==> config.mk <==
export PLATFORM = sky130hd
export DESIGN_NAME = band_filter
export DESIGN_NICKNAME = d
export VERILOG_FILES = /design/src/common/audio_pkg.sv /design/src/common/band_pkg.sv /design/src/filter_bank/band_filter.sv
export SDC_FILE = /design/constraint.sdc
export NUM_CORES = 2
export LEC_CHECK = 0
export BUFFER_PORTS_ARGS = -buffer_cell sky130_fd_sc_hd__buf_2
export CAP_MARGIN = 20
export CORE_MARGIN = 5
export CORE_UTILIZATION = 60
export CTS_CLUSTER_SIZE = 40
export DETAILED_ROUTE_END_ITERATION = 8
export PLACE_DENSITY = 0.82
export SLEW_MARGIN = 10
export SYNTH_ARGS = -nofsm -noshare
export SYNTH_HDL_FRONTEND = slang
export SYNTH_SLANG_ARGS = --single-unit
==> constraint.sdc <==
create_clock -name clk -period 23 [get_ports clk]
set_clock_uncertainty 0.2 [all_clocks]
set_input_delay 4.6 -clock clk [delete_from_list [all_inputs] [get_ports clk]]
set_output_delay 4.6 -clock clk [all_outputs]
set_load 0.05 [all_outputs]
==> src/common/audio_pkg.sv <==
`default_nettype none

package audio_pkg;

  // Audio sample and fixed-point filter word
  localparam int AUDIO_W = 16;
  localparam int ACC_W   = 27;
  localparam int FRAC_W  = 23;

  // Level field taken from the filter output
  localparam int LEVEL_W   = 11;
  localparam int LEVEL_LSB = 12;

  // Peak hold, then linear decay
  localparam int HOLD_SAMPLES = 8;
  localparam int HOLD_W       = $clog2(HOLD_SAMPLES + 1);
  localparam int DECAY_STEP   = 4;

  // Per-band peak meter state
  typedef enum logic [1:0] {
    track,
    hold,
    decay
  } meter_state_t;

endpackage

`default_nettype wire

==> src/common/band_pkg.sv <==
`default_nettype none

package band_pkg;

  localparam int NUM_BANDS = 6;

  // Band edges by table index
  //   0: 10 Hz - 100 Hz
  //   1: 100 Hz - 500 Hz
  //   2: 500 Hz - 1 kHz
  //   3: 1 kHz - 5 kHz
  //   4: 5 kHz - 10 kHz
  //   5: 10 kHz - 20 kHz
  // All entries Q4.23, a1 is 1.0 and not stored

  localparam logic signed [audio_pkg::ACC_W-1:0] B1_TABLE [NUM_BANDS] = '{
    27'h0000048, 27'h0000583, 27'h0000892,
    27'h001D7E8, 27'h002C477, 27'h0093EDC
  };

  localparam logic signed [audio_pkg::ACC_W-1:0] B2_TABLE [NUM_BANDS] = '{
    27'h0000000, 27'h0000000, 27'h0000000,
    27'h0000000, 27'h0000000, 27'h0000000
  };

  localparam logic signed [audio_pkg::ACC_W-1:0] B3_TABLE [NUM_BANDS] = '{
    27'h7FFFF70, 27'h7FFF4FA, 27'h7FFEEDB,
    27'h7FC5030, 27'h7FA7711, 27'h7ED8248
  };

  localparam logic signed [audio_pkg::ACC_W-1:0] B4_TABLE [NUM_BANDS] = '{
    27'h0000000, 27'h0000000, 27'h0000000,
    27'h0000000, 27'h0000000, 27'h0000000
  };

  localparam logic signed [audio_pkg::ACC_W-1:0] B5_TABLE [NUM_BANDS] = '{
    27'h0000048, 27'h0000583, 27'h0000892,
    27'h001D7E8, 27'h002C477, 27'h0093EDC
  };

  localparam logic signed [audio_pkg::ACC_W-1:0] A2_TABLE [NUM_BANDS] = '{
    27'h6011140, 27'h604CAFA, 27'h60676FA,
    27'h633FA03, 27'h66A9DF0, 27'h7168071
  };

  localparam logic signed [audio_pkg::ACC_W-1:0] A3_TABLE [NUM_BANDS] = '{
    27'h3FCCDAA, 27'h3F1C349, 27'h3ED4B6C,
    27'h271581F, 27'h209FEAD, 27'h0FC755A
  };

  localparam logic signed [audio_pkg::ACC_W-1:0] A4_TABLE [NUM_BANDS] = '{
    27'h60330ED, 27'h60E18C3, 27'h61207B2,
    27'h68254EA, 27'h6BF5FBF, 27'h770E5BC
  };

  localparam logic signed [audio_pkg::ACC_W-1:0] A5_TABLE [NUM_BANDS] = '{
    27'h07EF029, 27'h07B58FB, 27'h07A360D,
    27'h058658B, 27'h05096DD, 27'h032F6A7
  };

endpackage

`default_nettype wire

==> src/filter_bank/band_filter.sv <==
`timescale 1ns/1ns
`default_nettype none

module band_filter #(
  parameter int band_index = 0
) (
  input  logic                               clk,
  input  logic                               reset,
  input  logic signed [audio_pkg::ACC_W-1:0] x_sample,
  input  logic                               x_valid,
  output logic signed [audio_pkg::ACC_W-1:0] y_sample,
  output logic                               y_valid
);

  import audio_pkg::*;
  import band_pkg::*;

  // Transposed direct-form II delay line
  logic signed [ACC_W-1:0] z1;
  logic signed [ACC_W-1:0] z2;
  logic signed [ACC_W-1:0] z3;
  logic signed [ACC_W-1:0] z4;

  logic signed [ACC_W-1:0] y;
  logic signed [ACC_W-1:0] z1_next;
  logic signed [ACC_W-1:0] z2_next;
  logic signed [ACC_W-1:0] z3_next;
  logic signed [ACC_W-1:0] z4_next;

  // Q4.23 multiply, full product shifted down and truncated
  function automatic logic signed [ACC_W-1:0] qmul(
    input logic signed [ACC_W-1:0] coef,
    input logic signed [ACC_W-1:0] data
  );
    logic signed [2*ACC_W-1:0] full;
    full = coef * data;
    return full[FRAC_W +: ACC_W];
  endfunction

  always_comb begin
    y = qmul(B1_TABLE[band_index], x_sample) + z1;

    // Feedback terms all use this sample's y
    z1_next = qmul(B2_TABLE[band_index], x_sample) + z2 - qmul(A2_TABLE[band_index], y);
    z2_next = qmul(B3_TABLE[band_index], x_sample) + z3 - qmul(A3_TABLE[band_index], y);
    z3_next = qmul(B4_TABLE[band_index], x_sample) + z4 - qmul(A4_TABLE[band_index], y);
    z4_next = qmul(B5_TABLE[band_index], x_sample) - qmul(A5_TABLE[band_index], y);
  end

  always_ff @(posedge clk) begin
    if (reset) begin
      z1       <= '0;
      z2       <= '0;
      z3       <= '0;
      z4       <= '0;
      y_sample <= '0;
      y_valid  <= 1'b0;
    end else begin
      y_valid <= x_valid;
      if (x_valid) begin
        y_sample <= y;
        z1       <= z1_next;
        z2       <= z2_next;
        z3       <= z3_next;
        z4       <= z4_next;
      end
    end
  end

  // Input stage strobe stays quiet while reset is high
  assert property (@(posedge clk) reset |-> !x_valid)
    else $error("x_valid high during reset");

endmodule

`default_nettype wire

==> impl_metrics.csv <==
group,metric,value,unit
run_status,outcome,"finished, final reports clean",
route,drc,0,
clocking,cts_tree,"done",
synth,ys_seq_area_share,5.30,%
clocking,cts_resized,0,
clocking,clkTransAtPathRegs,60,ps
critical_path,cpLargestDelayFamily,"compound AO/OA/AOI/OAI gates",
clocking,numCtsBuffers,17,
sta,hold_viol_final,0,
critical_path,path_buf_inv,9,
layout,fin_cells,6817,
sta,fmax,47.9,MHz
clocking,ctsHoldBuffers,0,
min_path,holdPathStages,2,
sta,fin_crit,20880,ps
critical_path,arrival,21040,ps
floorplan,dieArea,91500,sq um
layout,fin_nets,7614,
critical_path,cp_slowest_cell,"o21ai_0",
floorplan,row_count,107,
critical_path,reg2reg_slack,8750,ps
floorplan,dieHeight,303,um
critical_path,crit_path_end_kind,"register",
place,gp_congestion,1.04,
clocking,ctsLongestPathBuffers,2,
run,cap_viol_max_count,0,
critical_path,crit_type,"in -> reg",
synth,synth_cell_type_count,84,
clocking,clock-sinks,136,
synth,syn_avg_cell_area,9.18,sq um
route,wl_per_cell,22.9,um
floorplan,ios,58,
synth,ys_warn_count,0,
critical_path,cp-start-kind,"input pin",
synth,synth-edff-count,0,
route,firstDrtPassIters,8,
clocking,post_cts_buffers,0,
grt,grt-ovfl-total,0,
grt,grt_max_degree,79,
sta,tns,0,ps
clocking,cts-root-buf,"clkbuf_16",
critical_path,cp_max_fo,12,
layout,area_growth_syn_to_layout,5.00,%
grt,grt_pass1_vias,40600,
synth,synthCells,5594,
route,detail-route-antenna-nets,0,
route,drtIter0Drc,3227,
route,wl,156000,um
synth,syn-cell-area,51400,sq um
floorplan,core-area,85000,sq um
route,via_per_inst,5.71,
synth,synth_ff_type,"dfxtp_1",
sta,slew-limit-headroom,23.8,%
synth,synthArstFlopShare,0,%
place,portBuffers,57,
critical_path,cpMostUsedCell,"inv_1",
min_path,min_path_type,"reg -> reg",
sta,rsz0062_at_grt,"false",
critical_path,cp_num_cells,62,
floorplan,initial_core_util,60.4,%
grt,antenna_found_initial,5,
critical_path,slowest_delay,850,ps
synth,ys_ff_latch,136,
layout,drive_gt1_share,3.35,%
clocking,clkLatencyLatePin,460,ps
floorplan,dieWidth,303,um
critical_path,rr_worst_depth,49,
grt,gr-usage-all-layers,34.6,%
place,dpl.hpwl,135000,um
sta,slew_violations,0,
critical_path,worst_ep_required_time,23160,ps
clocking,cts_max_level,4,
grt,grt_pass1_wl,238000,um
place,dp.cells,6782,
layout,fin_util,63.4,%
sta,worst_slew_pin_slew,1140,ps
sta,fin_crit_sh,90.8,%
route,dr_total_vias,38900,
sta,setup_violations,0,
## path summary, 6_finish.rpt
check | end | from
worst max register to register | z2[26] | z1[0]
worst min register to register | y_sample[22] | y_sample[22]
worst max-delay path | z2[26] | x_sample[5]
worst min-delay path | y_sample[22] | y_sample[22]
## final cells by class
class / count / area [sq um]
fill: 7042 / 31100
inverter: 1584 / 5950
clock buffer: 17 / 425
sequential: 136 / 2720
antenna: 1 / 2.50
timing repair buffer: 101 / 624
multi-input combinational: 3819 / 42600
tap: 1144 / 1430
clock inverter: 15 / 140
## cells in the mapped netlist (all sizes together), types with 41 or more instances
cell / count / share of area (%)
inv: 1584 / 12
ha: 1045 / 25
fa: 880 / 34
nor2: 317 / 2.3
a21oi: 250 / 2.5
xnor2: 209 / 3.6
nand2: 143 / 1.0
o21ai: 138 / 1.3
dfxtp: 136 / 5.3
a21o: 102 / 1.5
xor2: 82 / 1.4
mux2i: 67 / 1.3
nor3: 63 / 0.61
o21a: 54 / 0.79
nand3: 49 / 0.48
clkbuf: 45 / 0.33
nor2b: 43 / 0.52
nand2b: 41 / 0.50
## metal layers
metal	share of wire (%)	global-route usage, %	vias up
li1	-	-	17700
met3	8.5	6.63	458
met5	0	0	-
met2	44	54.0	1630
met1	40	45.3	19100
met4	7.8	20.4	0
## worst min-delay path: stages (launching register included)
cell	delay, ps
dfxtp_1	310
nand2_1	60
a21oi_1	50
## cell families (layout without fill, tap and decap cells)
group | count (synthesis) | in the layout | share of synthesized area, %
compound gates | 760 | 760 | 9.51
xor+xnor | 294 | 294 | 5.14
fa+ha+maj | 1925 | 1925 | 59.8
buf+inv | 1641 | 1717 | 12.0
flops | 136 | 136 | 5.30
mux | 68 | 68 | 1.33
other cells | 2 | 5 | 0.0146
simple gates | 768 | 768 | 6.94
## state kept, by name, summed over array words and instances, names as in the netlist
| name | flops |
|---|---|
| z2 | 27 |
| z3 | 27 |
| z1 | 27 |
| y_sample | 27 |
| z4 | 27 |
| y_valid | 1 |
## cells in the final DEF (no fill, tap or decap), drive strengths merged, types with 5 or more instances in the layout
cell type and count:
nor2b 43, o21bai 21, nor2 317, inv 1591, o2111ai 7, nor3 63
o22ai 15, a211o 11, a41oi 5, o211ai 16, and4 5, and2 18
a21boi 21, buf 99, or2 15, o21a 54, ha 1045, clkbuf 19
nand3 49, a211oi 32, or3 19, xnor2 209, o21ai 138, dfxtp 136
nand4 18, a2111oi 8, a21oi 250, and3 14, nand2 143, a31oi 18
a311oi 7, nand3b 6, nand2b 41, o31ai 11, xor2 82, fa 880
mux2i 67, a21o 102
## per-stage QoR
| stage | setup slack (ps) | hold WS [ps] | instance area, sq um |
|---|---|---|---|
| 6_report | 2120 | 266 | 53900 |
| 3_5_place_dp | 1940 | 258 | 53300 |
| 3_3_place_gp | 2040 | 257 | 53300 |
| 2_1_floorplan | 3560 | 245 | 51400 |
| 5_1_grt | 1470 | 286 | 53900 |
| 4_1_cts | 2360 | 268 | 53900 |
Power is left out: the tool's default activity adds up to more than one toggle a clock period on the data nets, which glitch-free logic cannot reach.
