**src/common/audio_pkg.sv**
```systemverilog
`default_nettype none

package audio_pkg;

  // Audio sample and fixed-point filter word
  localparam int AUDIO_W = 16;
  localparam int ACC_W   = 27;
  localparam int FRAC_W  = 23;

  // Level field taken from the filter output
  localparam int LEVEL_W   = 11;
  localparam int LEVEL_LSB = 12;

  // Peak hold, then linear decay
  localparam int HOLD_SAMPLES = 8;
  localparam int HOLD_W       = $clog2(HOLD_SAMPLES + 1);
  localparam int DECAY_STEP   = 4;

  // Per-band peak meter state
  typedef enum logic [1:0] {
    track,
    hold,
    decay
  } meter_state_t;

endpackage

`default_nettype wire

```
**src/source/input_stage.sv**
```systemverilog
`timescale 1ns/1ns
`default_nettype none

module input_stage (
  input  logic                               clk,
  input  logic                               reset,
  input  logic                               enable,
  input  logic                               sample_valid,
  input  logic [audio_pkg::AUDIO_W-1:0]      audio_in_l,
  input  logic [audio_pkg::AUDIO_W-1:0]      audio_in_r,
  output logic [audio_pkg::AUDIO_W-1:0]      audio_out_l,
  output logic [audio_pkg::AUDIO_W-1:0]      audio_out_r,
  output logic signed [audio_pkg::ACC_W-1:0] x_sample,
  output logic                               x_valid
);

  import audio_pkg::*;

  // Straight pass-through, one register deep
  always_ff @(posedge clk) begin
    if (reset) begin
      audio_out_l <= '0;
      audio_out_r <= '0;
      x_valid     <= 1'b0;
    end else begin
      x_valid <= sample_valid && enable;
      if (sample_valid) begin
        audio_out_l <= audio_in_l;
        audio_out_r <= audio_in_r;
      end
    end
  end

  // Left channel into the filter word
  // sign-extend by four bits, pad seven zero fraction bits
  always_ff @(posedge clk) begin
    if (sample_valid) begin
      x_sample <= {{4{audio_in_l[AUDIO_W-1]}}, audio_in_l, {(ACC_W - AUDIO_W - 4){1'b0}}};
    end
  end

  // Filter bank needs a free cycle between samples
  assert property (@(posedge clk) disable iff (reset) sample_valid |=> !sample_valid)
    else $error("sample_valid high on consecutive cycles");

endmodule

`default_nettype wire

```
**config.mk**
```make
export PLATFORM = sky130hd
export DESIGN_NAME = input_stage
export DESIGN_NICKNAME = d
export VERILOG_FILES = /design/src/common/audio_pkg.sv /design/src/source/input_stage.sv
export SDC_FILE = /design/constraint.sdc
export NUM_CORES = 1
export LEC_CHECK = 0
export ABC_AREA = 1
export BUFFER_PORTS_ARGS = -buffer_cell sky130_fd_sc_hd__buf_2
export CAP_MARGIN = 20
export CORE_MARGIN = 4
export CORE_UTILIZATION = 45
export CTS_CLUSTER_SIZE = 10
export DETAILED_ROUTE_END_ITERATION = 6
export GPL_TIMING_DRIVEN = 0
export PLACE_DENSITY = 0.77
export SYNTH_ARGS = -nofsm -noshare
export SYNTH_HDL_FRONTEND = slang
export SYNTH_SLANG_ARGS = --single-unit
```
**constraint.sdc**
```tcl
create_clock -name clk -period 0.8 [get_ports clk]
set_input_delay 0.16 -clock clk [delete_from_list [all_inputs] [get_ports clk]]
set_output_delay 0.16 -clock clk [all_outputs]
set_load 0.1 [all_outputs]
```
==> impl_metrics.yaml, run 1 <==
cells_and_area:
  multiInputGateArea_sq_um: 514
  area_growth_pct: 73.5
  final_cell_mix: "nor2_1, nand2_1, buf_2"
  drive_above_1_share_pct: 43.9
  fill_cells: 253
  diodes: 0
  num-nets-final: 372
  seq_area_sq_um: 1260
  fin_area_sq_um: 3330
setup_path:
  required_ns: 0.64
  startpoint: "x_sample[22]"
  crit_fanout: 5
  start_kind: "flip-flop"
  ff2ff_setup_slack_ns: 0.08
  worstSetupEndpoint: "x_sample[23]"
  ff2ff_path_depth: 3
  endpoint_kind: "primary output"
  worstReg2RegEnd: "audio_out_l[3]"
  arrival_ns: 1.12
  worstReg2RegStart: "audio_out_l[3]"
  path_class: "flip-flop to primary output"
yosys:
  syn-cell-area_sq_um: 1920
  yosysWarningCount: 0
  seq_area_frac_synth_pct: 59.5
  synth_cell_type_count: 9
  syn-instance-count: 234
  avgSynthCellArea_sq_um: 8.20
  synth-seq-cells: 49
route:
  vias: 1723
  drt_iter0_drc: 87
  drt.antenna.violating_nets: 0
  wl_um: 5310
  wl_per_cell_um: 13.7
  first_pass_iters: 4
  viasPerCell: 4.45
  drc_errors: 0
grt:
  grt.met2_usage_pct: 38.9
  top_usage_layer: "met2"
  grt_pass1_wl_um: 8560
  grtUsageMet3_pct: 6.43
  grt-ovfl-total: 0
  use_met1_pct: 22.8
  grt_start_max_net_pins: 19
  grtUsageTotal_pct: 20.9
  grt_antenna_before_repair: 0
  grt_pass1_vias: 1822
floorplanning:
  dieHeight_um: 73.3
  dieArea_sq_um: 5370
  die_width_um: 73.3
  top_level_ports: 96
  start_util_pct: 47.3
  coreArea_sq_um: 4060
  num_rows: 23
sta:
  setup_viol: 53
  final_max_slew_viol_count: 0
  skew_ns: 0
  period_share_pct: 160
  setup_tns_ns: -12.00
  rsz0062_at_grt: "yes"
  max_freq_mhz: 783
  layout_setup_ws_ns: -0.478
  hold_violations: 0
  holdWs_ns: 0.0471
  period_minus_slack_ns: 1.28
placement:
  portBuffers: 88
  pre_cts_slack_ns: -0.444
  place_area_sq_um: 2580
  place.gp.congestion: 0.724
  dpl.hpwl_um: 3130
outcome:
  outcome: "complete, but fails checks"
  failed_checks: "negative setup slack"
clocking:
  clkSlewWorstSetupHoldPaths_ns: 0.08
  cts-htree-levels: 2
  ctsLongestPathBuffers: 2
  cts_buffers: 5
  cts_tree: "done"
  clk_latency_ns: 0.29
  cts_root_buffer: "clkbuf_8"
  clock-sinks: 49
pwr:
  peakVddDrop_mv: 1.16
  power.total_mw: 7.02
  powerDensity_nw_per_um2: 2110
  p_leak_nw: 1.67
hold_path:
  hp-class: "input port to flip-flop"
flow_run:
  cap_violations: 0
-- routing by layer --
layer	wire [um]	vias to the layer above
li1	-	868
met2	2760	84
met4	65	0
met1	1990	763
met3	498	8
met5	0	-
-- synth_stat cells (all sizes together) --
library cell | number | area, sq um
buf | 21 | 163
conb | 1 | 3.75
dfxtp | 33 | 661
edfxtp | 16 | 480
inv | 33 | 124
nand2 | 65 | 244
nor2 | 65 | 244
-- power breakdown --
group          switching (mW)  internal, mW  total, mW
logic                    1.92         0.848       2.77
clock network           0.739         0.622       1.36
registers               0.161          2.73       2.89
total                    2.82          4.20       7.02
-- worst min path at each step --
stage	from	end	cells after the start
detailed placement	reset	x_valid	2
global placement	reset	x_valid	2
floorplan	reset	x_valid	1
finish	reset	x_valid	2
CTS	reset	x_valid	2
global route	reset	x_valid	2
-- per-stage QoR --
step                std cells  util [%]
finish                    387      82.1
CTS                       386      81.7
floorplan                 240         -
global placement          378      63.6
detailed placement        378      63.6
global route              387      82.1
-- flip-flops by register name (all words and copies together), names as in the netlist --
register	cells
x_valid	1
x_sample	16
audio_out_r	16
audio_out_l	16
-- worst max-delay path, cell delays in order (launching register included) --
cell      delay, ns
edfxtp_1       0.49
buf_6          0.17
buf_12         0.15
-- layout make-up --
| cell class | count | share of cell area, % |
|---|---|---|
| clock buffers | 8 | 2.40 |
| multi-input cells | 137 | 15.4 |
| plain buffers | 21 | 5.45 |
| flip-flops and latches | 49 | 37.9 |
| well taps | 50 | 1.88 |
| inverters | 33 | 3.72 |
| repair buffers | 89 | 33.2 |
-- logic make-up after synthesis --
| group | after synthesis | synth area share (%) |
|---|---|---|
| DFF | 49 | 59.5 |
| and+or+nand+nor | 130 | 25.4 |
| other | 1 | 0.195 |
| buffers and inverters | 54 | 14.9 |
-- timing repair --
action / CTS / global route
buffers inserted: 0 / 1
gates cloned: 0 / 0
pin swaps: 0 / 0
hold buffers: 0 / 0
gates resized for setup: 180 / 2
endpoints found under the setup margin: 83 / 79
(Power assumes the default switching activity.)
==> inputs of run 2 (changes only) <==
--- a/config.mk
+++ b/config.mk
@@ -17,3 +17,4 @@
 export SYNTH_ARGS = -nofsm -noshare
 export SYNTH_HDL_FRONTEND = slang
 export SYNTH_SLANG_ARGS = --single-unit
+export TNS_END_PERCENT = 30
==> impl_metrics.yaml, run 2 (synthesized netlist as in run 1, its figures left out) <==
pwr:
  clock_power_share_pct: 19.3
  combinationalPowerShare_pct: 39.2
  switching_share_pct: 40.0
  powerDensity_nw_per_um2: 2130
  p_leak_nw: 1.66
  pwr-share-seq_pct: 41.4
  switching_power_mw: 2.80
  peakVddDrop_mv: 1.35
  p_int_mw: 4.21
route:
  drc_errors: 0
  wl_um: 5020
  drt.antenna.violating_nets: 0
  vias: 1713
  drt_iter0_drc: 65
  viasPerCell: 4.44
  first_pass_iters: 4
  wl_per_cell_um: 13.0
sta:
  setup_viol: 53
  final_max_slew_viol_count: 0
  layout_setup_ws_ns: -0.476
  period_share_pct: 159
  max_freq_mhz: 784
  rsz0062_at_grt: "yes"
  skew_ns: 0
  hold_violations: 0
  period_minus_slack_ns: 1.28
grt:
  grt_pass1_vias: 1689
  grt_pass1_wl_um: 7730
  grt-ovfl-total: 0
  grt_antenna_before_repair: 0
  grt_start_max_net_pins: 19
  grtUsageTotal_pct: 19.2
cells_and_area:
  diodes: 0
  fin_util_pct: 81.3
  reg_top3: "audio_out_l: 16 flops, audio_out_r: 16 flops, x_sample: 16 flops"
  fin_area_sq_um: 3300
  num-nets-final: 371
  drive_above_1_share_pct: 43.8
  final_cell_mix: "nor2_1, nand2_1, buf_2"
  area_growth_pct: 71.8
  fill_cells: 232
flow_run:
  cap_violations: 0
clocking:
  cts_root_buffer: "clkbuf_8"
  cts_buffers: 5
  cts-htree-levels: 2
  clk_latency_ns: 0.29
  clkSlewWorstSetupHoldPaths_ns: 0.08
  cts_tree: "done"
  post_cts_buffers: 0
  clock-sinks: 49
  ctsLongestPathBuffers: 2
  holdBufCountCts: 0
floorplanning:
  die_width_um: 73.3
  top_level_ports: 96
  dieHeight_um: 73.3
  start_util_pct: 47.3
  num_rows: 23
  coreArea_sq_um: 4060
  dieArea_sq_um: 5370
setup_path:
  crit_fanout: 5
  start_kind: "flip-flop"
  arrival_ns: 1.12
  path_class: "flip-flop to primary output"
  required_ns: 0.64
  worstReg2RegStart: "audio_out_l[4]"
  startpoint: "x_sample[22]"
  endpoint_kind: "primary output"
hold_path:
  hp-start: "reset"
  hp-class: "input port to flip-flop"
placement:
  portBuffers: 88
  dpl.hpwl_um: 3150
  place.gp.congestion: 0.733
  place_area_sq_um: 2540
outcome:
  failed_checks: "negative setup slack"
  outcome: "complete, but fails checks"
## run 2: power by group through the flow
stage	Sequential (mW)	Combinational, mW	Clock (mW)
after floorplan	4.17	0.594	0
after global placement	2.86	2.23	0
after detailed placement	2.86	2.24	0
after CTS	2.90	2.73	1.39
after global routing	2.93	2.85	1.50
final	2.90	2.75	1.36
## run 2: what timing repair did
item | CTS | global route
hold endpoints to repair | 0 | 0
pin swaps | 0 | 0
resized for setup | 192 | 3
endpoints found under the setup margin | 83 | 68
## run 2: stage by stage
stage	std cells	hold slack, ns	setup TNS [ns]	worst slack [ns]	total power [mW]
2_1_floorplan	240	0.232	-14.70	-0.713	4.76
3_3_place_gp	378	0.336	-19.23	-0.415	5.08
3_5_place_dp	378	0.343	-20.49	-0.434	5.11
4_1_cts	386	0.0206	-12.74	-0.491	7.03
5_1_grt	386	0.0248	-14.01	-0.529	7.28
6_report	386	0.0343	-12.13	-0.476	7.01
## run 2: layout make-up
class                   count  area [sq um]  share of cell area, %
flip-flops and latches     49          1240                   37.5
repair buffers             88          1100                   33.3
multi-input cells         137           514                   15.6
plain buffers              21           181                   5.50
inverters                  33           124                   3.76
clock buffers               8          80.1                   2.43
well taps                  50          62.6                   1.90
## run 2: layer usage
metal  wire length, um  vias up  track usage (%)  part of all wire [%]
li1                  -      860                -                     -
met5                 0        -                0                     0
met2              2670       75             35.7                    53
met1              1800      766             19.5                    36
met3               425       12             6.70                   8.5
met4               131        0             7.44                   2.6
## run 2: path summary, 6_finish.rpt
path	to	slack, ns	cells past startpoint
max	x_sample[24]	-0.48	2
min	x_valid	0.03	2
max reg2reg	audio_out_l[4]	0.15	2
min reg2reg	audio_out_r[1]	0.50	2
## run 2: critical path, cell delays in order (launching register included)
cell,delay [ns]
edfxtp_1,0.50
buf_6,0.17
buf_12,0.15
