File: config.mk
export PLATFORM = sky130hd
export DESIGN_NAME = level_meter
export DESIGN_NICKNAME = d
export VERILOG_FILES = /design/src/common/audio_pkg.sv /design/src/common/band_pkg.sv /design/src/source/level_meter.sv
export SDC_FILE = /design/constraint.sdc
export NUM_CORES = 1
export LEC_CHECK = 0
export ABC_AREA = 0
export BUFFER_PORTS_ARGS = -buffer_cell sky130_fd_sc_hd__buf_2
export CORE_AREA = 2 2 202 204
export CTS_CLUSTER_DIAMETER = 150
export CTS_CLUSTER_SIZE = 24
export DETAILED_ROUTE_END_ITERATION = 16
export DIE_AREA = 0 0 204 206
export SLEW_MARGIN = 25
export SYNTH_ARGS = -nofsm -noshare
export SYNTH_HDL_FRONTEND = slang
export SYNTH_SLANG_ARGS = --single-unit
File: constraint.sdc
create_clock -name clk -period 4.4 [get_ports clk]
set_input_delay 0.44 -clock clk [delete_from_list [all_inputs] [get_ports clk]]
set_output_delay 0.44 -clock clk [all_outputs]
set_load 0.02 [all_outputs]
File: src/common/audio_pkg.sv
`default_nettype none

package audio_pkg;

  // Audio sample and fixed-point filter word
  localparam int AUDIO_W = 16;
  localparam int ACC_W   = 27;
  localparam int FRAC_W  = 23;

  // Level field taken from the filter output
  localparam int LEVEL_W   = 11;
  localparam int LEVEL_LSB = 12;

  // Peak hold, then linear decay
  localparam int HOLD_SAMPLES = 8;
  localparam int HOLD_W       = $clog2(HOLD_SAMPLES + 1);
  localparam int DECAY_STEP   = 4;

  // Per-band peak meter state
  typedef enum logic [1:0] {
    track,
    hold,
    decay
  } meter_state_t;

endpackage

`default_nettype wire

File: src/common/band_pkg.sv
`default_nettype none

package band_pkg;

  localparam int NUM_BANDS = 6;

  // Band edges by table index
  //   0: 10 Hz - 100 Hz
  //   1: 100 Hz - 500 Hz
  //   2: 500 Hz - 1 kHz
  //   3: 1 kHz - 5 kHz
  //   4: 5 kHz - 10 kHz
  //   5: 10 kHz - 20 kHz
  // All entries Q4.23, a1 is 1.0 and not stored

  localparam logic signed [audio_pkg::ACC_W-1:0] B1_TABLE [NUM_BANDS] = '{
    27'h0000048, 27'h0000583, 27'h0000892,
    27'h001D7E8, 27'h002C477, 27'h0093EDC
  };

  localparam logic signed [audio_pkg::ACC_W-1:0] B2_TABLE [NUM_BANDS] = '{
    27'h0000000, 27'h0000000, 27'h0000000,
    27'h0000000, 27'h0000000, 27'h0000000
  };

  localparam logic signed [audio_pkg::ACC_W-1:0] B3_TABLE [NUM_BANDS] = '{
    27'h7FFFF70, 27'h7FFF4FA, 27'h7FFEEDB,
    27'h7FC5030, 27'h7FA7711, 27'h7ED8248
  };

  localparam logic signed [audio_pkg::ACC_W-1:0] B4_TABLE [NUM_BANDS] = '{
    27'h0000000, 27'h0000000, 27'h0000000,
    27'h0000000, 27'h0000000, 27'h0000000
  };

  localparam logic signed [audio_pkg::ACC_W-1:0] B5_TABLE [NUM_BANDS] = '{
    27'h0000048, 27'h0000583, 27'h0000892,
    27'h001D7E8, 27'h002C477, 27'h0093EDC
  };

  localparam logic signed [audio_pkg::ACC_W-1:0] A2_TABLE [NUM_BANDS] = '{
    27'h6011140, 27'h604CAFA, 27'h60676FA,
    27'h633FA03, 27'h66A9DF0, 27'h7168071
  };

  localparam logic signed [audio_pkg::ACC_W-1:0] A3_TABLE [NUM_BANDS] = '{
    27'h3FCCDAA, 27'h3F1C349, 27'h3ED4B6C,
    27'h271581F, 27'h209FEAD, 27'h0FC755A
  };

  localparam logic signed [audio_pkg::ACC_W-1:0] A4_TABLE [NUM_BANDS] = '{
    27'h60330ED, 27'h60E18C3, 27'h61207B2,
    27'h68254EA, 27'h6BF5FBF, 27'h770E5BC
  };

  localparam logic signed [audio_pkg::ACC_W-1:0] A5_TABLE [NUM_BANDS] = '{
    27'h07EF029, 27'h07B58FB, 27'h07A360D,
    27'h058658B, 27'h05096DD, 27'h032F6A7
  };

endpackage

`default_nettype wire

File: src/source/level_meter.sv
`timescale 1ns/1ns
`default_nettype none

module level_meter (
  input  logic                                                       clk,
  input  logic                                                       reset,
  input  logic                                                       enable,
  input  logic signed [band_pkg::NUM_BANDS-1:0][audio_pkg::ACC_W-1:0] filter_out,
  input  logic                                                       y_valid,
  output logic [band_pkg::NUM_BANDS-1:0][audio_pkg::LEVEL_W-1:0]      band_level,
  output logic                                                       level_valid
);

  import audio_pkg::*;
  import band_pkg::*;

  logic [LEVEL_W-1:0] inst [NUM_BANDS];
  logic [LEVEL_W-1:0] fall [NUM_BANDS];
  logic [HOLD_W-1:0]  hold_cnt [NUM_BANDS];
  meter_state_t       state [NUM_BANDS];

  // Rectify, and the next decayed level floored at the instant level
  always_comb begin
    for (int i = 0; i < NUM_BANDS; i++) begin
      if (filter_out[i][ACC_W-1])
        inst[i] = ~filter_out[i][LEVEL_LSB +: LEVEL_W];
      else
        inst[i] = filter_out[i][LEVEL_LSB +: LEVEL_W];
      if (band_level[i] > LEVEL_W'(DECAY_STEP))
        fall[i] = band_level[i] - LEVEL_W'(DECAY_STEP);
      else
        fall[i] = '0;
      if (fall[i] < inst[i])
        fall[i] = inst[i];
    end
  end

  always_ff @(posedge clk) begin
    if (reset) begin
      level_valid <= 1'b0;
      for (int i = 0; i < NUM_BANDS; i++) begin
        band_level[i] <= '0;
        hold_cnt[i]   <= '0;
        state[i]      <= track;
      end
    end else begin
      level_valid <= y_valid;
      for (int i = 0; i < NUM_BANDS; i++) begin
        if (y_valid) begin
          case (state[i])
            track: begin
              if (inst[i] >= band_level[i]) begin
                band_level[i] <= inst[i];
                hold_cnt[i]   <= HOLD_W'(HOLD_SAMPLES);
                state[i]      <= hold;
              end else begin
                band_level[i] <= fall[i];
                if (fall[i] != inst[i])
                  state[i] <= decay;
              end
            end
            hold: begin
              if (inst[i] > band_level[i]) begin
                band_level[i] <= inst[i];
                hold_cnt[i]   <= HOLD_W'(HOLD_SAMPLES);
              end else begin
                hold_cnt[i] <= hold_cnt[i] - HOLD_W'(1);
                if (hold_cnt[i] == HOLD_W'(1))
                  state[i] <= decay;
              end
            end
            decay: begin
              band_level[i] <= fall[i];
              if (fall[i] == inst[i])
                state[i] <= track;
            end
            default: state[i] <= track;
          endcase
        end else if (!enable) begin
          // Meter off
          band_level[i] <= '0;
          hold_cnt[i]   <= '0;
          state[i]      <= track;
        end
      end
    end
  end

  // Shown level never drops under the sample it was updated from
  for (genvar g = 0; g < NUM_BANDS; g++) begin : g_check
    assert property (@(posedge clk) disable iff (reset)
      level_valid |-> band_level[g] >= $past(inst[g]))
      else $error("band %0d level below instant level", g);
  end

endmodule

`default_nettype wire

==> summary.txt, run 1 <==
Yosys
  • Top-area cell type share of the netlist area: 15.7%
  • Cell Area, Synth: 0.0138 mm2
  • Avg Cell Area, Syn: 7.72 um2
  • EDFF count, synth: 36
  • Synth Register Bits: 103
  • Synth area leaders: ha_1 16%, dfxtp_1 9.7%, edfxtp_1 7.8%
  • Cells after Synth: 1792
  • Most frequent cells after synthesis: 196 x inv_1, 174 x ha_1, 134 x nand2_1
  • Most common cell in the netlist: inv_1
  • Asr flop ratio synth: 0%
  • Synth Flop Type: dfxtp_1
  • YS warnings: 0
  • Net Count, Synth: 2132
  • Register area share after synthesis: 17.5%
  • Synth unique cells: 91
  • Leading area contributor after synthesis: ha_1

Final layout
  • Layout area overhead: 13.8%
  • Final net count: 2283
  • Share of cells above drive strength 1: 14.5%

Clock network
  • H-tree depth: 3
  • CTS clock-pin slew for the worst setup and hold paths: 0.08 ns
  • Clk root buf: clkbuf_16
  • Later-pin clock latency in the skew report: 0.38 ns
  • CTS sink count: 103
  • TritonCTS clock tree: yes
  • CTS Hold Bufs: 0
  • CTS max path bufs: 2
  • Inserted Clock Buffers: 9

Die
  • Die height: 206 um
  • Die ar.: 0.0420 mm2
  • Core ar.: 0.0402 mm2
  • Chip width: 204 um
  • I/O Pins: 233
  • Initial Utilization: 34.4%
  • # rows: 74

STA
  • Relative slew slack: 50.3%
  • Final setup TNS: 0 ns
  • Worst Max-Slew Pin Slew: 0.745 ns
  • Hold Fails Final Rpt: 0
  • Tmin final: 4.09 ns
  • Fmax: 245 MHz
  • Final hold slack: 0.518 ns
  • Layout Skew: 0.00609 ns
  • Max-slew violations: 0
  • RSZ-0062 raised after global routing: false
  • Endpoints failing setup: 0
  • Crit share post-route: 92.9%

Setup path
  • Type of origin of the critical path: flop
  • Crit-path max cell delay: 0.60 ns
  • Worst setup EP type: flop
  • Critical path's top delay family: simple AND/OR/NAND/NOR gates
  • Crit Path Class: reg2reg
  • Worst Setup SP: band_level[5]
  • Critical-path cell list: or4_1, nor3_1, mux2i_1, inv_1, ha_1, and4_1, nand2_1, o2bb2ai_1, a211oi_2, or4b_1, buf_4, nor3_1, a211oi_1, o31ai_1
  • Cell mode on critical path: nor3_1
  • Crit-path max FO: 8
  • Req. time, crit path: 4.68 ns
  • Critical Path AT: 4.37 ns
  • Crit-path slowest cell: or4_1
  • Reg2reg start: band_level[5]
  • WP buf/inv: 2
  • R2r setup slk: 0.31 ns

Detailed routing
  • Vias after detailed routing: 14100
  • Post-route DRC: 0
  • Wire per inst: 17.2 um
  • Drt first pass iters: 6
  • Total Wirelength: 42600 um
  • Post-route ant nets: 0
  • Iter 0 DRT Violations: 1001
  • Routed vias/inst: 5.66

GRT
  • First-pass GRT wire length: 68300 um
  • Vias in the first global route: 13300
  • Initial antenna violation count: 1
  • Grt ovf: 0
  • Total GRT Usage: 19.9%
  • Largest net degree at the start of global routing: 31

Power and ir drop
  • Internal Pwr Total: 4150 uW
  • Leak: 0.00712 uW
  • Switching pwr: 4450 uW
  • Power Density: 546 mW/mm2
  • Clock Power Share: 10.4%
  • Combinational power share: 73.4%
  • Reg power frac: 16.2%
  • Net Sw Frac: 51.8%
  • Power Total: 8600 uW
  • VDD IR max: 0.189 mV

Placement
  • Placer congestion estimate: 0.922
  • Port buffer count: 142
  • Post-DP HPWL: 32800 um

Job
  • Max-cap viol count: 0

Outcome
  • Status: complete, no violations

Hold path
  • Worst Hold Launch: reset
  • Path type of the worst min-delay path: in2reg
[kinds of logic after synthesis]
logic type	after synthesis	share of synthesized area [%]
AO/OA/AOI/OAI	514	26.1
XOR/XNOR	129	8.47
adder cells (fa/ha/maj)	174	15.7
buffers and inverters	274	7.71
flip-flops	103	17.5
multiplexers	63	4.71
AND/OR/NAND/NOR	535	19.7
[through the flow]
step,instances,setup WS [ns],utilization (%),area (um2)
after floorplan,1792,0.525,-,13800
after global placement,2463,0.334,38.4,15400
after detailed placement,2463,0.299,38.4,15400
after CTS,2479,0.284,39.1,15700
after global routing,2481,0.0179,39.2,15800
final,2481,0.310,39.2,15800
[final timing paths]
check | end | cells after the start
worst max-delay path | band_level[2] | 14
worst min-delay path | state[5][1] | 3
worst max register to register | band_level[2] | 14
worst min register to register | band_level[36] | 2
[layer usage]
metal | wire (um) | track usage (%) | up-vias
li1 | - | - | 6886
met2 | 19700 | 33.3 | 406
met4 | 858 | 5.90 | 0
met3 | 2150 | 2.35 | 60
met5 | 0 | 0 | -
met1 | 20000 | 26.9 | 6700
[placed cells by master, fill, tap and decap left out, types with 14 or more instances in the layout]
master	count
a21o_1	26
xor2_1	71
ha_1	174
o21ai_0	93
a22oi_1	46
dfxtp_1	66
a221oi_1	15
buf_4	66
nor3b_1	14
nand3_1	43
nor3_1	72
o211ai_1	34
a31oi_1	21
inv_1	196
a32o_1	16
nand2b_1	15
buf_2	142
a21oi_1	99
nor4_1	14
nand2_1	134
nor2_1	125
mux2_2	17
nand4_1	24
a211oi_1	16
edfxtp_1	36
xnor2_1	54
mux2i_1	46
[final cells by class]
class	instances	area [um2]
diodes	1	2.50
clock buffers	10	239
clock inverters	6	60.1
fillers	4197	24400
inverters	206	773
multi-input cells	1415	10400
flip-flops and latches	103	2420
well taps	532	666
repair buffers	208	1210
[power groups by stage]
stage | Sequential, uW | Combinational [uW] | Clock, uW
global route | 1420 | 7010 | 953
finish | 1400 | 6310 | 891
global placement | 1410 | 6090 | 0
CTS | 1390 | 6220 | 923
floorplan | 1490 | 4370 | 0
detailed placement | 1410 | 6180 | 0
[registers in the layout (all words and copies together), names as in the netlist]
| signal | cells |
|---|---|
| level_valid | 1 |
| state | 12 |
| band_level | 66 |
| hold_cnt | 24 |
[tightest hold or removal path, delay by kind of cell]
kind | cells | cell delay, ns
AO/OA/AOI/OAI | 1 | 0.06
AND/OR/NAND/NOR | 1 | 0.12
buffers and inverters | 1 | 0.14
[repair_timing]
| action | CTS | global route |
|---|---|---|
| endpoints found under the hold margin | 0 | 0 |
| setup buffers | 0 | 1 |
| resized for setup | 0 | 4 |
| endpoints found under the setup margin | 0 | 23 |
No activity file was read; power rests on OpenSTA's default activity.
==> inputs of run 2 (changes only) <==
==> constraint.sdc (replaced) <==
create_clock -name clk -period 4.5 [get_ports clk]
set_input_delay 0.45 -clock clk [delete_from_list [all_inputs] [get_ports clk]]
set_output_delay 0.45 -clock clk [all_outputs]
set_load 0.02 [all_outputs]
==> run 2 against run 1 <==
Core utilization decreased by 0.38 points. Worst hold slack worse by 0.0050 ns. Sequential power hardly changed. Sequential share of layout area grew 0.14 points. Clock power decreased by 9.7%. Register-to-register slack improved by 0.03 ns. Critical path depth down 1. First-iteration DRC count grew 1.8%. Power down 3.8%. Largest power group unchanged.
==> summary.txt, run 2 (synthesis gave the netlist of run 1 again) <==
Die
  • # rows: 74
  • I/O Pins: 233
  • Chip width: 204 um
  • Die ar.: 0.0420 mm2
  • Core ar.: 0.0402 mm2
  • Initial Utilization: 34.4%
  • Die height: 206 um

Final layout
  • Most frequent cells in the layout: 196 x inv_1, 174 x ha_1, 142 x buf_2, 134 x nand2_1, 125 x nor2_1
  • Most common cell after layout, fill and taps aside: inv_1
  • Max FFs per register: 66
  • Share of cells above drive strength 1: 13.7%
  • Reg with most FFs: band_level
  • Final net count: 2268
  • Post-layout util: 38.8%
  • Layout area overhead: 12.7%
  • Biggest registers after layout: band_level (66), hold_cnt (24), state (12)

Job
  • Max-cap viol count: 0

Setup path
  • Worst setup EP type: flop
  • Crit Path Class: reg2reg
  • R2r setup slk: 0.34 ns
  • Crit-path max FO: 20
  • Critical Path AT: 4.27 ns
  • Reg2Reg Depth: 13
  • Req. time, crit path: 4.62 ns
  • Type of origin of the critical path: flop

GRT
  • Total GRT Usage: 20.1%
  • Grt ovf: 0
  • Vias in the first global route: 13200
  • First-pass GRT wire length: 68700 um
  • Initial antenna violation count: 3
  • Largest net degree at the start of global routing: 31

Clock network
  • TritonCTS clock tree: yes
  • CTS Hold Bufs: 0
  • # Post-CTS Setup Buffers: 0
  • CTS sink count: 103
  • CTS max path bufs: 2
  • Post-cts repair resize count: 0
  • Clk root buf: clkbuf_16
  • H-tree depth: 3
  • Inserted Clock Buffers: 9
  • CTS clock-pin slew for the worst setup and hold paths: 0.08 ns
  • Later-pin clock latency in the skew report: 0.38 ns

Detailed routing
  • Post-route DRC: 0
  • Drt first pass iters: 5
  • Vias after detailed routing: 14000
  • Total Wirelength: 42800 um
  • Wire per inst: 17.4 um
  • Routed vias/inst: 5.69
  • Post-route ant nets: 0
  • Iter 0 DRT Violations: 1019

Power and ir drop
  • Power Density: 531 mW/mm2
  • Leak: 0.00703 uW
  • VDD IR max: 0.222 mV

STA
  • Final setup TNS: 0 ns
  • RSZ-0062 raised after global routing: false
  • Worst Max-Slew Pin Slew: 0.772 ns
  • Endpoints failing setup: 0
  • Layout Skew: 0.0106 ns
  • Tmin final: 4.16 ns
  • Hold Fails Final Rpt: 0
  • Relative slew slack: 48.5%
  • Max-slew violations: 0
  • Fmax: 241 MHz
  • Crit share post-route: 92.3%

Placement
  • Placer congestion estimate: 0.941
  • Post-DP HPWL: 32600 um
  • Port buffer count: 142

Hold path
  • Path type of the worst min-delay path: in2reg
  • Hold path cells: 3

Outcome
  • Status: complete, no violations
[run 2: through the flow]
stage | cells | area, um2 | hold slack (ns) | total power (uW) | worst slack (ns)
finish | 2467 | 15600 | 0.513 | 8280 | 0.345
CTS | 2465 | 15600 | 0.486 | 8220 | 0.341
global placement | 2449 | 15300 | 0.503 | 7270 | 0.410
floorplan | 1792 | 13800 | 0.559 | 5740 | 0.625
detailed placement | 2449 | 15300 | 0.504 | 7360 | 0.358
global route | 2467 | 15600 | 0.541 | 9030 | 0.0809
[run 2: worst max-delay path, stage by stage (launching register included)]
cell and delay (ns):
dfxtp_1 0.45, or4_1 0.55, nor4_1 0.26, mux2i_1 0.42
inv_1 0.11, ha_1 0.35, nand4_1 0.15, nor3_1 0.43
o211ai_1 0.16, o211a_1 0.25, buf_4 0.22, nor2_1 0.15
a31oi_1 0.13, nand4b_1 0.24
[run 2: final cells by class]
type	count	area, um2
fill	4231	24600
multi-input combinational	1415	10400
sequential	103	2420
timing repair buffer	193	1090
inverter	206	773
tap	532	666
clock buffer	12	236
clock inverter	4	22.5
antenna	2	5.00
[run 2: power by group]
part           total [uW]  switching, uW  internal [uW]
registers            1370            238           1140
clock network         805            429            376
logic                6100           3690           2410
[run 2: final timing paths]
check | startpoint | endpoint
worst max-delay path | band_level[15] | state[1][1]
worst min-delay path | reset | state[5][1]
worst max register to register | band_level[15] | state[1][1]
worst min register to register | band_level[1] | band_level[1]
[run 2: per-layer routing]
metal / part of all wire, % / GRT usage (%) / up-vias
met5: 0.030 / 0 / -
met4: 1.9 / 6.52 / 2
met3: 6.0 / 2.02 / 63
met2: 47 / 33.9 / 484
met1: 45 / 27.0 / 6601
li1: - / - / 6875
